File: src/source/qracc_macros.svh
// Build-time sizes only; ACC_BITS must stay ADC_BITS + INPUT_BITS + 1 and INPUT_BITS must be >= 2
`ifndef QRACC_MACROS_SVH
`define QRACC_MACROS_SVH

// Array geometry
`define N_ROWS 32
`define N_COLS 8

// Signed two's complement width of each input lane
`define INPUT_BITS 4

// Modelled ADC: signed code width and the arithmetic shift from column sum to code
`define ADC_BITS 4
`define ADC_SHIFT 2

// Signed width of each rounded output element
`define OUTPUT_BITS 4

// Shift-accumulator width
// Holds INPUT_BITS weighted ADC codes plus one bit of growth
`define ACC_BITS (`ADC_BITS + `INPUT_BITS + 1)

`endif

File: src/source/qracc_pkg.sv
// Types shared by controller and array; all sizes are fixed by the macro header at build time
`include "qracc_macros.svh"

package qracc_pkg;

    // Row index into the weight memory
    typedef logic [$clog2(`N_ROWS)-1:0] row_addr_t;

    // One signed ADC code, elements of a packed array of this stay signed
    typedef logic signed [`ADC_BITS-1:0] adc_code_t;

    // Everything the controller drives into the array
    typedef struct packed {
        // Bipolar row drive, at most one of p or n per row
        logic [`N_ROWS-1:0] data_p;
        logic [`N_ROWS-1:0] data_n;
        logic               mac_en;
        // Weight write port
        logic               wr_en;
        row_addr_t          wr_addr;
        logic [`N_COLS-1:0] wr_data;
    } to_analog_t;

    // Registered response of the array
    typedef struct packed {
        logic                         adc_valid;
        adc_code_t [`N_COLS-1:0]      adc_out;
    } from_analog_t;

    // Weight write request from outside, one bit per column
    typedef struct packed {
        logic               en;
        row_addr_t          addr;
        logic [`N_COLS-1:0] data;
    } wr_req_t;

    // Sequencer FSM
    typedef enum logic [1:0] {
        S_IDLE,
        S_BITS,
        S_DRAIN
    } seq_state_e;

endpackage

File: src/source/twos_to_bipolar.sv
// Purely combinational; a clear bit drives neither rail, so p and n are never both set in a row
`include "qracc_macros.svh"

module twos_to_bipolar (
    input  logic [`N_ROWS-1:0] plane_i,
    input  logic               sign_plane_i,
    output logic [`N_ROWS-1:0] data_p_o,
    output logic [`N_ROWS-1:0] data_n_o
);

    // Sign plane of a two's complement number carries weight -2^(n-1)
    // so its set bits go to the negative rail
    always_comb begin
        for (int r = 0; r < `N_ROWS; r++) begin
            if (sign_plane_i) begin
                data_p_o[r] = 1'b0;
                data_n_o[r] = plane_i[r];
            end else begin
                data_p_o[r] = plane_i[r];
                data_n_o[r] = 1'b0;
            end
        end
    end

endmodule

File: src/source/seq_acc.sv
// One job in flight; ready_o drops for the whole job, weight writes while busy are dropped
`include "qracc_macros.svh"

module seq_acc import qracc_pkg::*; (
    input  logic                                      clk,
    input  logic                                      nrst,
    input  logic [`N_ROWS-1:0][`INPUT_BITS-1:0]       mac_data_i,
    input  logic                                      mac_valid_i,
    output logic                                      ready_o,
    input  wr_req_t                                   wr_i,
    output logic                                      valid_o,
    output logic [`N_COLS-1:0][`OUTPUT_BITS-1:0]      mac_data_o,
    output to_analog_t                                to_analog_o,
    input  from_analog_t                              from_analog_i
);

    localparam int CNT_BITS = $clog2(`INPUT_BITS);
    localparam logic [CNT_BITS-1:0] LAST_PLANE = CNT_BITS'(`INPUT_BITS - 1);

    seq_state_e state_q;
    seq_state_e state_d;

    logic [`N_ROWS-1:0][`INPUT_BITS-1:0]  piso_q;
    logic [CNT_BITS-1:0]                  plane_cnt_q;
    logic [`N_COLS-1:0][`ACC_BITS-1:0]    acc_q;
    logic [`N_COLS-1:0][`OUTPUT_BITS-1:0] rounded;

    logic [`N_ROWS-1:0] plane;
    logic [`N_ROWS-1:0] data_p;
    logic [`N_ROWS-1:0] data_n;
    logic               sign_plane;
    logic               mac_en;
    logic               accept;
    logic               last_plane;
    logic               finish;

    // Top OUTPUT_BITS rounded up on any discarded bit, positive overflow clips
    function automatic logic [`OUTPUT_BITS-1:0] round_sat(input logic [`ACC_BITS-1:0] acc);
        logic [`OUTPUT_BITS:0] sum;
        logic                  round_up;
        round_up = |acc[`ACC_BITS-`OUTPUT_BITS-1:0];
        sum = {acc[`ACC_BITS-1], acc[`ACC_BITS-1 -: `OUTPUT_BITS]}
            + (`OUTPUT_BITS + 1)'(round_up);
        // Adding one can only overflow upward
        if (sum[`OUTPUT_BITS] != sum[`OUTPUT_BITS-1]) begin
            return {1'b0, {(`OUTPUT_BITS - 1){1'b1}}};
        end
        return sum[`OUTPUT_BITS-1:0];
    endfunction

    assign ready_o    = (state_q == S_IDLE);
    assign accept     = mac_valid_i && ready_o;
    assign mac_en     = (state_q == S_BITS);
    assign last_plane = (plane_cnt_q == LAST_PLANE);
    assign sign_plane = (plane_cnt_q == '0);

    // Last code went into the accumulator on the previous edge
    assign finish = (state_q == S_DRAIN) && !from_analog_i.adc_valid;

    always_comb begin
        state_d = state_q;
        case (state_q)
            S_IDLE: begin
                if (accept) begin
                    state_d = S_BITS;
                end
            end
            S_BITS: begin
                if (last_plane) begin
                    state_d = S_DRAIN;
                end
            end
            S_DRAIN: begin
                if (finish) begin
                    state_d = S_IDLE;
                end
            end
            default: state_d = S_IDLE;
        endcase
    end

    always_ff @(posedge clk) begin
        if (!nrst) begin
            state_q     <= S_IDLE;
            plane_cnt_q <= '0;
        end else begin
            state_q <= state_d;
            if (accept || last_plane) begin
                plane_cnt_q <= '0;
            end else if (mac_en) begin
                plane_cnt_q <= plane_cnt_q + CNT_BITS'(1);
            end
        end
    end

    // PISO buffer, MSB plane sits at the top bit of every lane
    always_ff @(posedge clk) begin
        if (accept) begin
            piso_q <= mac_data_i;
        end else if (mac_en) begin
            for (int r = 0; r < `N_ROWS; r++) begin
                piso_q[r] <= {piso_q[r][`INPUT_BITS-2:0], 1'b0};
            end
        end
    end

    always_comb begin
        for (int r = 0; r < `N_ROWS; r++) begin
            plane[r] = piso_q[r][`INPUT_BITS-1];
        end
    end

    twos_to_bipolar u_twos_to_bipolar (
        .plane_i      (plane),
        .sign_plane_i (sign_plane),
        .data_p_o     (data_p),
        .data_n_o     (data_n)
    );

    always_comb begin
        to_analog_o.data_p  = data_p;
        to_analog_o.data_n  = data_n;
        to_analog_o.mac_en  = mac_en;
        to_analog_o.wr_en   = wr_i.en && ready_o;
        to_analog_o.wr_addr = wr_i.addr;
        to_analog_o.wr_data = wr_i.data;
    end

    // Shift-accumulate, MSB plane arrives first so doubling gives it the top weight
    always_ff @(posedge clk) begin
        if (accept) begin
            acc_q <= '0;
        end else if (from_analog_i.adc_valid) begin
            for (int c = 0; c < `N_COLS; c++) begin
                acc_q[c] <= {acc_q[c][`ACC_BITS-2:0], 1'b0}
                          + `ACC_BITS'(signed'(from_analog_i.adc_out[c]));
            end
        end
    end

    always_comb begin
        for (int c = 0; c < `N_COLS; c++) begin
            rounded[c] = round_sat(acc_q[c]);
        end
    end

    // Result holds until the next job finishes
    always_ff @(posedge clk) begin
        if (!nrst) begin
            valid_o    <= 1'b0;
            mac_data_o <= '0;
        end else begin
            valid_o <= finish;
            if (finish) begin
                mac_data_o <= rounded;
            end
        end
    end

endmodule

File: config.mk
export PLATFORM = sky130hd
export DESIGN_NAME = seq_acc
export DESIGN_NICKNAME = d
export VERILOG_FILES = /design/src/source/qracc_pkg.sv /design/src/source/twos_to_bipolar.sv /design/src/source/seq_acc.sv
export VERILOG_INCLUDE_DIRS = /design/src /design/src/source
export SDC_FILE = /design/constraint.sdc
export NUM_CORES = 1
export LEC_CHECK = 0
export BUFFER_PORTS_ARGS = -buffer_cell sky130_fd_sc_hd__buf_4
export CAP_MARGIN = 10
export CORE_UTILIZATION = 59
export DETAILED_ROUTE_END_ITERATION = 12
export GPL_ROUTABILITY_DRIVEN = 0
export PLACE_DENSITY_LB_ADDON = 0.25
export SETUP_SLACK_MARGIN = 0.5
export SYNTH_ARGS = -nofsm -noshare
export SYNTH_HDL_FRONTEND = slang
export SYNTH_HIERARCHICAL = 1
export SYNTH_SLANG_ARGS = --single-unit
File: constraint.sdc
create_clock -name clk -period 7.2 [get_ports clk]
set_input_delay 0.36 -clock clk [delete_from_list [all_inputs] [get_ports clk]]
set_output_delay 0.36 -clock clk [all_outputs]
set_load 0.02 [all_outputs]
==> results of run 1 <==
placed cells by master, fill, tap and decap left out, drive strengths merged, types with 8 or more instances in the layout:
master / count
nor2b: 32
nor3b: 24
nand3: 10
a21o: 16
and2: 35
mux2i: 40
a211oi: 29
nor3: 40
xnor2: 33
ha: 82
nand3b: 25
nand2: 341
edfxtp: 128
dfxtp: 109
xor2: 17
and3: 39
inv: 11
a211o: 9
a21boi: 17
nor2: 106
clkbuf: 36
a21oi: 34
fa: 8
buf: 271
o21ai: 46
nand2b: 16
layer usage:
metal / routed length, um / up-vias / part of all wire
met3: 1420 / 58 / 0.049
met2: 14800 / 253 / 0.50
met5: 0 / - / 0
met4: 791 / 0 / 0.027
met1: 12300 / 4765 / 0.42
li1: - / 5142 / -
critical path: cells and delay by family (launching register included):
kind | cells | cell delay, ns
flip-flops | 1 | 0.36
buffers and inverters | 2 | 1.16
AND/OR/NAND/NOR | 3 | 0.98
area by class of cell:
cell class / count / area, um^2
Clock inverter: 10 / 81.3
Sequential cell: 237 / 6030
Timing Repair Buffer: 271 / 2030
Clock buffer: 36 / 738
Fill cell: 1651 / 5580
Tap cell: 275 / 344
Multi-Input combinational cell: 1035 / 6380
Inverter: 10 / 37.5
kinds of logic after synthesis:
family	count (synthesis)
DFF	237
xor gates and xnor gates	50
buffers and inverters	94
muxes	40
adders and majority gates	90
and+or+nand+nor	680
AOI/OAI and AO/OA	175
final timing paths:
| kind | cells past startpoint | slack, ns | end | from |
|---|---|---|---|---|
| worst min-delay path | 3 | 0.08 | acc_q[0] | from_analog_i[0] |
| worst max-delay path | 5 | 4.20 | piso_q[17] | state_q[1] |
| worst min register to register | 2 | 0.46 | mac_data_o[19] | mac_data_o[19] |
| worst max register to register | 5 | 4.20 | piso_q[17] | state_q[1] |
sequential cells by signal, indices dropped and copies added, names as in the netlist:
signal and flops:
piso_q 128, acc_q 72, state_q 2, plane_cnt_q 2, valid_o 1, mac_data_o 32
power by group:
part / leakage [nW] / internal (mW) / switching [mW] / total, mW
combinational: 4.65 / 0.487 / 0.564 / 1.05
sequential: 2.19 / 1.64 / 0.123 / 1.76
clock: 0.408 / 0.748 / 0.515 / 1.26
==> reports/qor.txt, run 1 <==
Die area -> 22500 um^2
TritonCTS clock tree -> done
IO Port Bufs -> 264
Post-synth top area share -> 0.298
GR Layer Usage met1 -> 0.318
Drt initial violations -> 476
CTS buffer count -> 25
Max stage delay cell, worst path -> buf_4
Sequential area share after synthesis -> 0.466
Syn_nets -> 1634
Non-filler instance count after layout -> 1874
Initial antenna violation count -> 0
IO Count -> 291
Global routing met2 resource utilization -> 0.459
Congestion Overflow GR -> 0
Tightest Pin Transition -> 1.11 ns
Placed Instances -> 1828
Headroom to the max-slew limit -> 0.259
Arr. time, crit path -> 3.14 ns
Final Critical Period -> 3.00 ns
Final worst slack -> 4.20 ns
GRT Total Usage -> 0.256
Clock root buffer -> clkbuf_16
CTS H-tree depth -> 1
DR vias -> 10200
Setup repair bufs after CTS -> 0
Simple-gate share of the synthesized area -> 0.247
Synth-to-Final Area Change -> 21.1%
Post-synthesis mux area share -> 0.0310
Post-route ant nets -> 0
Clock Latency Late Sink -> 0.51 ns
Final nets -> 1848
Post-synth ARST share -> 0
Complex-gate fraction of the synthesized area -> 0.0883
Synth area leaders -> edfxtp_1, dfxtp_1, nand2_1
CP Class -> reg -> reg
EDFF count, synth -> 128
Maximum clock path buffer count -> 3
CP Max Fanout -> 77
Total Power -> 4.08 mW
Die height -> 150 um
Row count -> 53
CP endpoint kind -> flop
Cell count after synthesis -> 1366
Share of layout cells above drive strength 1 -> 0.202
Maximum vdd ir drop -> 0.174 mV
Largest net degree at the start of global routing -> 97
DP Worst Slack -> 4.22 ns
Fin Setup TNS -> 0 ns
GR peak layer -> met2
Status -> completed
Ant. Diodes -> 0
Flops & latches, synth -> 237
Largest family of logic cells by synthesized area -> simple AND/OR/NAND/NOR gates
Post-synthesis cell area -> 12900 um^2
Post-synth top cells -> nand2_1, edfxtp_1, dfxtp_1
Met3 usage -> 0.0311
Critical path's largest stage delay -> 0.83 ns
Crit-path cells -> nor2_4, buf_4, nand2_4, nand2_4, buf_4
Slew Limit Fails -> 0
Die W -> 150 um
Max-cap violation count -> 0
Post-Synth Adder-Cell Area -> 0.0918
Fin util -> 0.737
Syn Area/Cell -> 9.46 um^2
Synth unique cells -> 45
Hold Slack -> 0.0800 ns
Fin. Hold Viols -> 0
Post-synth top area cell -> edfxtp_1
Hold_buf cts -> 0
Post-synthesis xor/xnor area fraction -> 0.0339
Clock Sink Count -> 237
# DRC -> 0
Synth warn -> 6
Tcrit/Tclk final -> 0.417
Post-cts gate resize count -> 0
RSZ-0062 raised after global routing -> false
DRT Pass-1 Iters -> 5
Final WL -> 29300 um
P per Cell Area -> 261 nW/um^2
Global-route wire length before repair -> 46500 um
Vias/cell -> 5.45
Final setup violation count -> 0
Core area -> 21200 um^2
Critical Path Start Type -> flop
Area post-placement -> 14800 um^2
Critical Path RT -> 7.34 ns
Post-synth top flop -> edfxtp_1
Worst Hold Class -> in -> reg
Number of global-route vias before repair -> 9913
Leakage -> 7.25 nW
Fmax -> 0.333 GHz
Initial Utilization -> 0.609
Clock Skews -> 0.0124 ns
Clock-pin slew on the worst setup and hold paths -> 0.06 ns
HPWL after DPL -> 20200 um
Most frequent cell after synthesis -> nand2_1
Post-route cell area -> 15600 um^2
Routed length per instance -> 15.6 um
No activity file was read; power rests on OpenSTA's default activity.
==> run 2, diff against run 1 <==
Settings changed: ABC_AREA set to 1, CORE_UTILIZATION 59 to 50.
Clock period 7.2 ns to 2.7 ns, I/O delays scaled along.
==> run 2 against run 1 <==
Compared with the run above:
- area after synthesis grew 2.6%
- first-iteration DRC count grew 15%
- design area grew 13%
- via count grew 15%
- clock power grew to 2.8 times the previous value
- clock skew shrank 0.00050 ns
- die area grew 21%
- non-clock buffer count grew 145
- clock-buffer cell count shrank 4
- total power grew to 2.7 times the previous value
- routed wire length grew 10%
- critical endpoint is now to_analog_o[35]
- largest cell class is now registers
- largest power group unchanged
==> reports/qor.txt, run 2 <==
Metal-1 WL -> 13200 um
Biggest regs -> piso_q: 128 flops, acc_q: 72 flops, mac_data_o: 32 flops
Drt initial violations -> 547
CP delay by family, top -> buffers and inverters
Total Power -> 11.0 mW
Maximum clock path buffer count -> 3
DR WL met3 -> 1980 um
Global-route wire length before repair -> 50500 um
Clock Skews -> 0.0119 ns
Synth-to-Final Area Change -> 33.0%
CP Max Fanout -> 64
GRT Total Usage -> 0.229
Share of layout cells above drive strength 1 -> 0.163
Row count -> 59
Max-cap violation count -> 0
Final setup violation count -> 0
EDFF count, synth -> 128
Post-synth top cells -> nand2_1, inv_1, nor2_1
Post-synth top area cell -> edfxtp_1
WP buf/inv -> 4
Most frequent cells in the layout -> nand2_1, buf_4, inv_1
Final WL -> 32300 um
Tightest Pin Transition -> 0.963 ns
Maximum vdd ir drop -> 0.427 mV
Final Critical Period -> 2.03 ns
Met2 wire length -> 16200 um
Fmax -> 0.493 GHz
Largest register FFs -> 128
Max Used Layer -> met4
TritonCTS clock tree -> done
Number of global-route vias before repair -> 11000
Clock root buffer -> clkbuf_16
Synth unique cells -> 28
Congestion Overflow GR -> 0
CP most frequent cell -> inv_1
Die area -> 27200 um^2
Initial Utilization -> 0.509
Core area -> 26100 um^2
Largest net degree at the start of global routing -> 171
Die height -> 165 um
IO Port Bufs -> 264
Largest reg by FF count -> piso_q
Syn_nets -> 1970
Cell count after synthesis -> 1702
Crit-path cells -> inv_1, ha_2, buf_6, nand2_1, inv_1, buf_4
Max stage delay cell, worst path -> buf_6
CP Class -> reg -> out
Post-synth top flop -> edfxtp_1
WP depth -> 6
Syn Area/Cell -> 7.79 um^2
Final nets -> 2337
DR vias -> 11700
HPWL after DPL -> 20400 um
Status -> completed
CP endpoint kind -> output port
Routed length per instance -> 13.3 um
CTS buffer count -> 27
Worst Hold Class -> in -> reg
Leading cell type in the layout, fill and taps excluded -> nand2_1
Tcrit/Tclk final -> 0.751
Slew Limit Fails -> 0
Initial antenna violation count -> 1
Post-synth ARST share -> 0
Most frequent cell after synthesis -> nand2_1
Post-synthesis cell area -> 13300 um^2
Sequential area share after synthesis -> 0.454
DRT Pass-1 Iters -> 5
Flops & latches, synth -> 237
# DRC -> 0
Setup repair bufs after CTS -> 0
Post-route ant nets -> 0
Headroom to the max-slew limit -> 0.358
Fin Setup TNS -> 0 ns
Fin util -> 0.677
P per Cell Area -> 622 nW/um^2
CTS H-tree depth -> 1
RSZ-0062 raised after global routing -> false
Synth warn -> 6
Reg2Reg Depth -> 5
Critical path's largest stage delay -> 0.36 ns
IO Count -> 291
Hold Path Cell Cnt -> 6
Post-synth top area share -> 0.290
Critical Path RT -> 2.57 ns
Die W -> 165 um
Leakage -> 9.09 nW
Fin. Hold Viols -> 0
Clock Latency Late Sink -> 0.52 ns
Arr. time, crit path -> 1.89 ns
Synth area leaders -> edfxtp_1, dfxtp_1, nand2_1
R2R setup slack -> 0.81 ns
Clock Sink Count -> 237
Vias/cell -> 4.84
Critical Path Start Type -> flop
Clock-pin slew on the worst setup and hold paths -> 0.06 ns
[run 2: final timing paths]
kind | start | end
hold / removal | from_analog_i[29] | acc_q[64]
setup / recovery | plane_cnt_q[0] | to_analog_o[35]
setup reg to reg | state_q[0] | piso_q[91]
hold reg to reg | mac_data_o[19] | mac_data_o[19]
[run 2: cell families after synthesis]
kind of cell / count (synthesis) / synth area share
DFF: 237 / 0.454
and+or+nand+nor: 838 / 0.252
adders and majority gates: 90 / 0.0895
buffers and inverters: 332 / 0.108
xor gates and xnor gates: 48 / 0.0317
AOI/OAI and AO/OA: 157 / 0.0646
[run 2: repair_timing]
action	CTS	global route
setup endpoints to repair	0	41
hold buffers	139	0
gates resized for setup	0	1
hold endpoints to repair	149	0
[run 2: where the power goes]
part           switching (mW)  internal (mW)  leakage [nW]
clock                    1.43           2.15         0.437
sequential              0.251           4.31          2.19
combinational            1.58           1.26          6.46
[run 2: per-layer routing]
| metal | global-route usage | up-vias |
|---|---|---|
| li1 | - | 6051 |
| met1 | 0.267 | 5268 |
| met2 | 0.417 | 326 |
| met3 | 0.0409 | 86 |
| met4 | 0.0830 | 0 |
| met5 | 0 | - |
[run 2: stage by stage]
| step | cell area (um^2) | cells | hold slack, ns | worst slack (ns) |
|---|---|---|---|---|
| after floorplan | 13300 | 1702 | 0.321 | 0.619 |
| after global placement | 15400 | 2236 | 0.270 | 0.849 |
| after detailed placement | 15400 | 2236 | 0.270 | 0.815 |
| after CTS | 17600 | 2423 | 0.0144 | 0.579 |
| after global routing | 17600 | 2424 | 0.0449 | 0.555 |
| final | 17600 | 2424 | 0.0292 | 0.671 |
[run 2: final cells by class]
class | count | area (um^2)
Antenna cell | 1 | 2.50
Multi-Input combinational cell | 1133 | 5820
Sequential cell | 237 | 6030
Clock buffer | 32 | 706
Fill cell | 2030 | 8420
Clock inverter | 16 | 161
Tap cell | 335 | 419
Timing Repair Buffer | 416 | 3540
Inverter | 254 | 958
[run 2: worst register-to-register path, delay by kind of cell, from the launching register on]
kind | cells | cell delay [ns]
simple gates | 2 | 0.65
flops | 1 | 0.35
buf+inv | 3 | 0.60
==> run 3, diff against run 2 <==
Settings changed: ABC_AREA 1 to 0, CORE_UTILIZATION 50 to 55.
Clock period 2.7 ns to 2.1 ns, I/O delays scaled along.
==> run 3 against run 2 <==
Compared with the run above:
- design area increased by 13%
- clock skew grew 0.0018 ns
- global-route usage up 7.3 points
- via count rose by 7.8%
- critical endpoint is now acc_q[34]
- sequential share of layout area fell by 3.6 points
- clock power increased by 28%
- hold slack improved by 0.0050 ns
- first-iteration DRC count up 97%
- register-to-register slack worse by 0.58 ns
- combinational power increased by 100%
==> reports/qor.txt, run 3 (synthesis results as in run 1) <==
Most frequent cells in the layout -> nand2_1, buf_4, dlygate4sd3_1
Critical Path RT -> 2.52 ns
Drt initial violations -> 1075
DRT Pass-1 Iters -> 7
Clock Sink Count -> 237
HP Start -> from_analog_i[19]
Reg2Reg Depth -> 6
Fmax -> 0.535 GHz
TritonCTS clock tree -> done
Global-route wire length before repair -> 58000 um
Row count -> 55
Largest net degree at the start of global routing -> 107
Critical Path Start Type -> flop
Headroom to the max-slew limit -> 0.645
Vias/cell -> 5.88
Final setup violation count -> 0
Total Power -> 16.6 mW
CP Max Fanout -> 3
Die area -> 24100 um^2
Largest reg by FF count -> piso_q
GRT Total Usage -> 0.302
Setup crit start -> acc_q[27]
Die W -> 155 um
CTS H-tree depth -> 1
CP endpoint kind -> flop
IO Count -> 291
Largest register FFs -> 128
Origin of the critical flop-to-flop path -> acc_q[27]
Biggest regs -> piso_q: 128 flops, acc_q: 72 flops, mac_data_o: 32 flops
Post-route ant nets -> 0
CTS buffer count -> 27
Post-route cell area -> 20000 um^2
Hold Path Cell Cnt -> 4
Final nets -> 2083
P per Cell Area -> 828 nW/um^2
Fin Setup TNS -> 0 ns
Initial antenna violation count -> 3
Die height -> 155 um
Congestion Overflow GR -> 0
IO Port Bufs -> 264
Area post-placement -> 15200 um^2
Maximum vdd ir drop -> 0.606 mV
Leading cell type in the layout, fill and taps excluded -> nand2_1
Synth-to-Final Area Change -> 54.8%
Clock root buffer -> clkbuf_16
Tcrit/Tclk final -> 0.890
HPWL after DPL -> 20000 um
Status -> completed
Arr. time, crit path -> 2.29 ns
Max-cap violation count -> 0
Worst Hold Class -> in -> reg
Leakage -> 8.83 nW
Clock Skews -> 0.0136 ns
Maximum clock path buffer count -> 3
CP Class -> reg -> reg
Fin. Hold Viols -> 0
DR vias -> 12600
Clock-pin slew on the worst setup and hold paths -> 0.06 ns
Final Critical Period -> 1.87 ns
Hold endpoint -> acc_q[44]
Share of layout cells above drive strength 1 -> 0.354
Number of global-route vias before repair -> 11700
RSZ-0062 raised after global routing -> true
Clock Latency Late Sink -> 0.54 ns
Initial Utilization -> 0.565
Routed length per instance -> 21.3 um
Final WL -> 45900 um
Max stage delay cell, worst path -> fa_2
Critical path's largest stage delay -> 0.39 ns
Hold Slack -> 0.0342 ns
# DRC -> 0
Tightest Pin Transition -> 0.532 ns
Critical R2R Capture -> acc_q[34]
R2R setup slack -> 0.23 ns
Core area -> 22800 um^2
Slew Limit Fails -> 0
Fin util -> 0.875
Crit-path cells -> ha_4, fa_2, a21o_1, a211oi_2, nor2_2, a211o_1
Fillers -> 1077
==> run 3: metal layers <==
metal,vias to the layer above,part of all wire,GRT usage,wire [um]
li1,5662,-,-,-
met1,6047,0.35,0.345,16200
met2,722,0.51,0.559,23600
met3,211,0.078,0.0501,3560
met4,0,0.055,0.126,2510
met5,-,0,0,0
==> run 3: power by group <==
group,internal (mW),switching (mW)
clock,2.59,1.97
sequential,5.65,0.621
combinational,2.90,2.83
total,11.1,5.42
==> run 3: how the worst max path moves through the flow <==
| stage | cells past startpoint | slack (ns) | endpoint |
|---|---|---|---|
| after floorplan | 7 | 0.31 | acc_q[52] |
| after global placement | 7 | 0.25 | acc_q[52] |
| after detailed placement | 7 | 0.24 | acc_q[52] |
| after CTS | 6 | 0.31 | to_analog_o[23] |
| after global routing | 6 | 0.22 | acc_q[34] |
| final | 6 | 0.23 | acc_q[34] |
==> run 3: area by class of cell <==
type,instances,area [um^2],share of cell area
multi-input cells,1037,7780,0.389
flip-flops and latches,237,6110,0.306
repair buffers,502,4830,0.242
clock buffers,35,737,0.0369
well taps,313,392,0.0196
clock inverters,12,95.1,0.00476
inverters,10,37.5,0.00188
diodes,4,10.0,0.000501
==> run 3: through the flow <==
| stage | instances | setup slack, ns |
|---|---|---|
| floorplan | 1366 | 0.305 |
| global placement | 1877 | 0.252 |
| detailed placement | 1877 | 0.243 |
| CTS | 2101 | 0.306 |
| global route | 2148 | 0.221 |
| finish | 2150 | 0.232 |
==> run 3: repair_timing <==
action                                  CTS  global route
resized for setup                       159           199
buffers inserted                         24            33
hold buffers                            146             0
gates cloned                              7            12
pin swaps                                60            89
hold endpoints to repair                166             0
endpoints found under the setup margin  207           320
==> run 3: critical path: cells and delay by family (launching register included) <==
kind,cells,cell delay [ns]
AOI/OAI and AO/OA,3,0.76
adders and majority gates,2,0.56
DFF,1,0.36
and+or+nand+nor,1,0.08
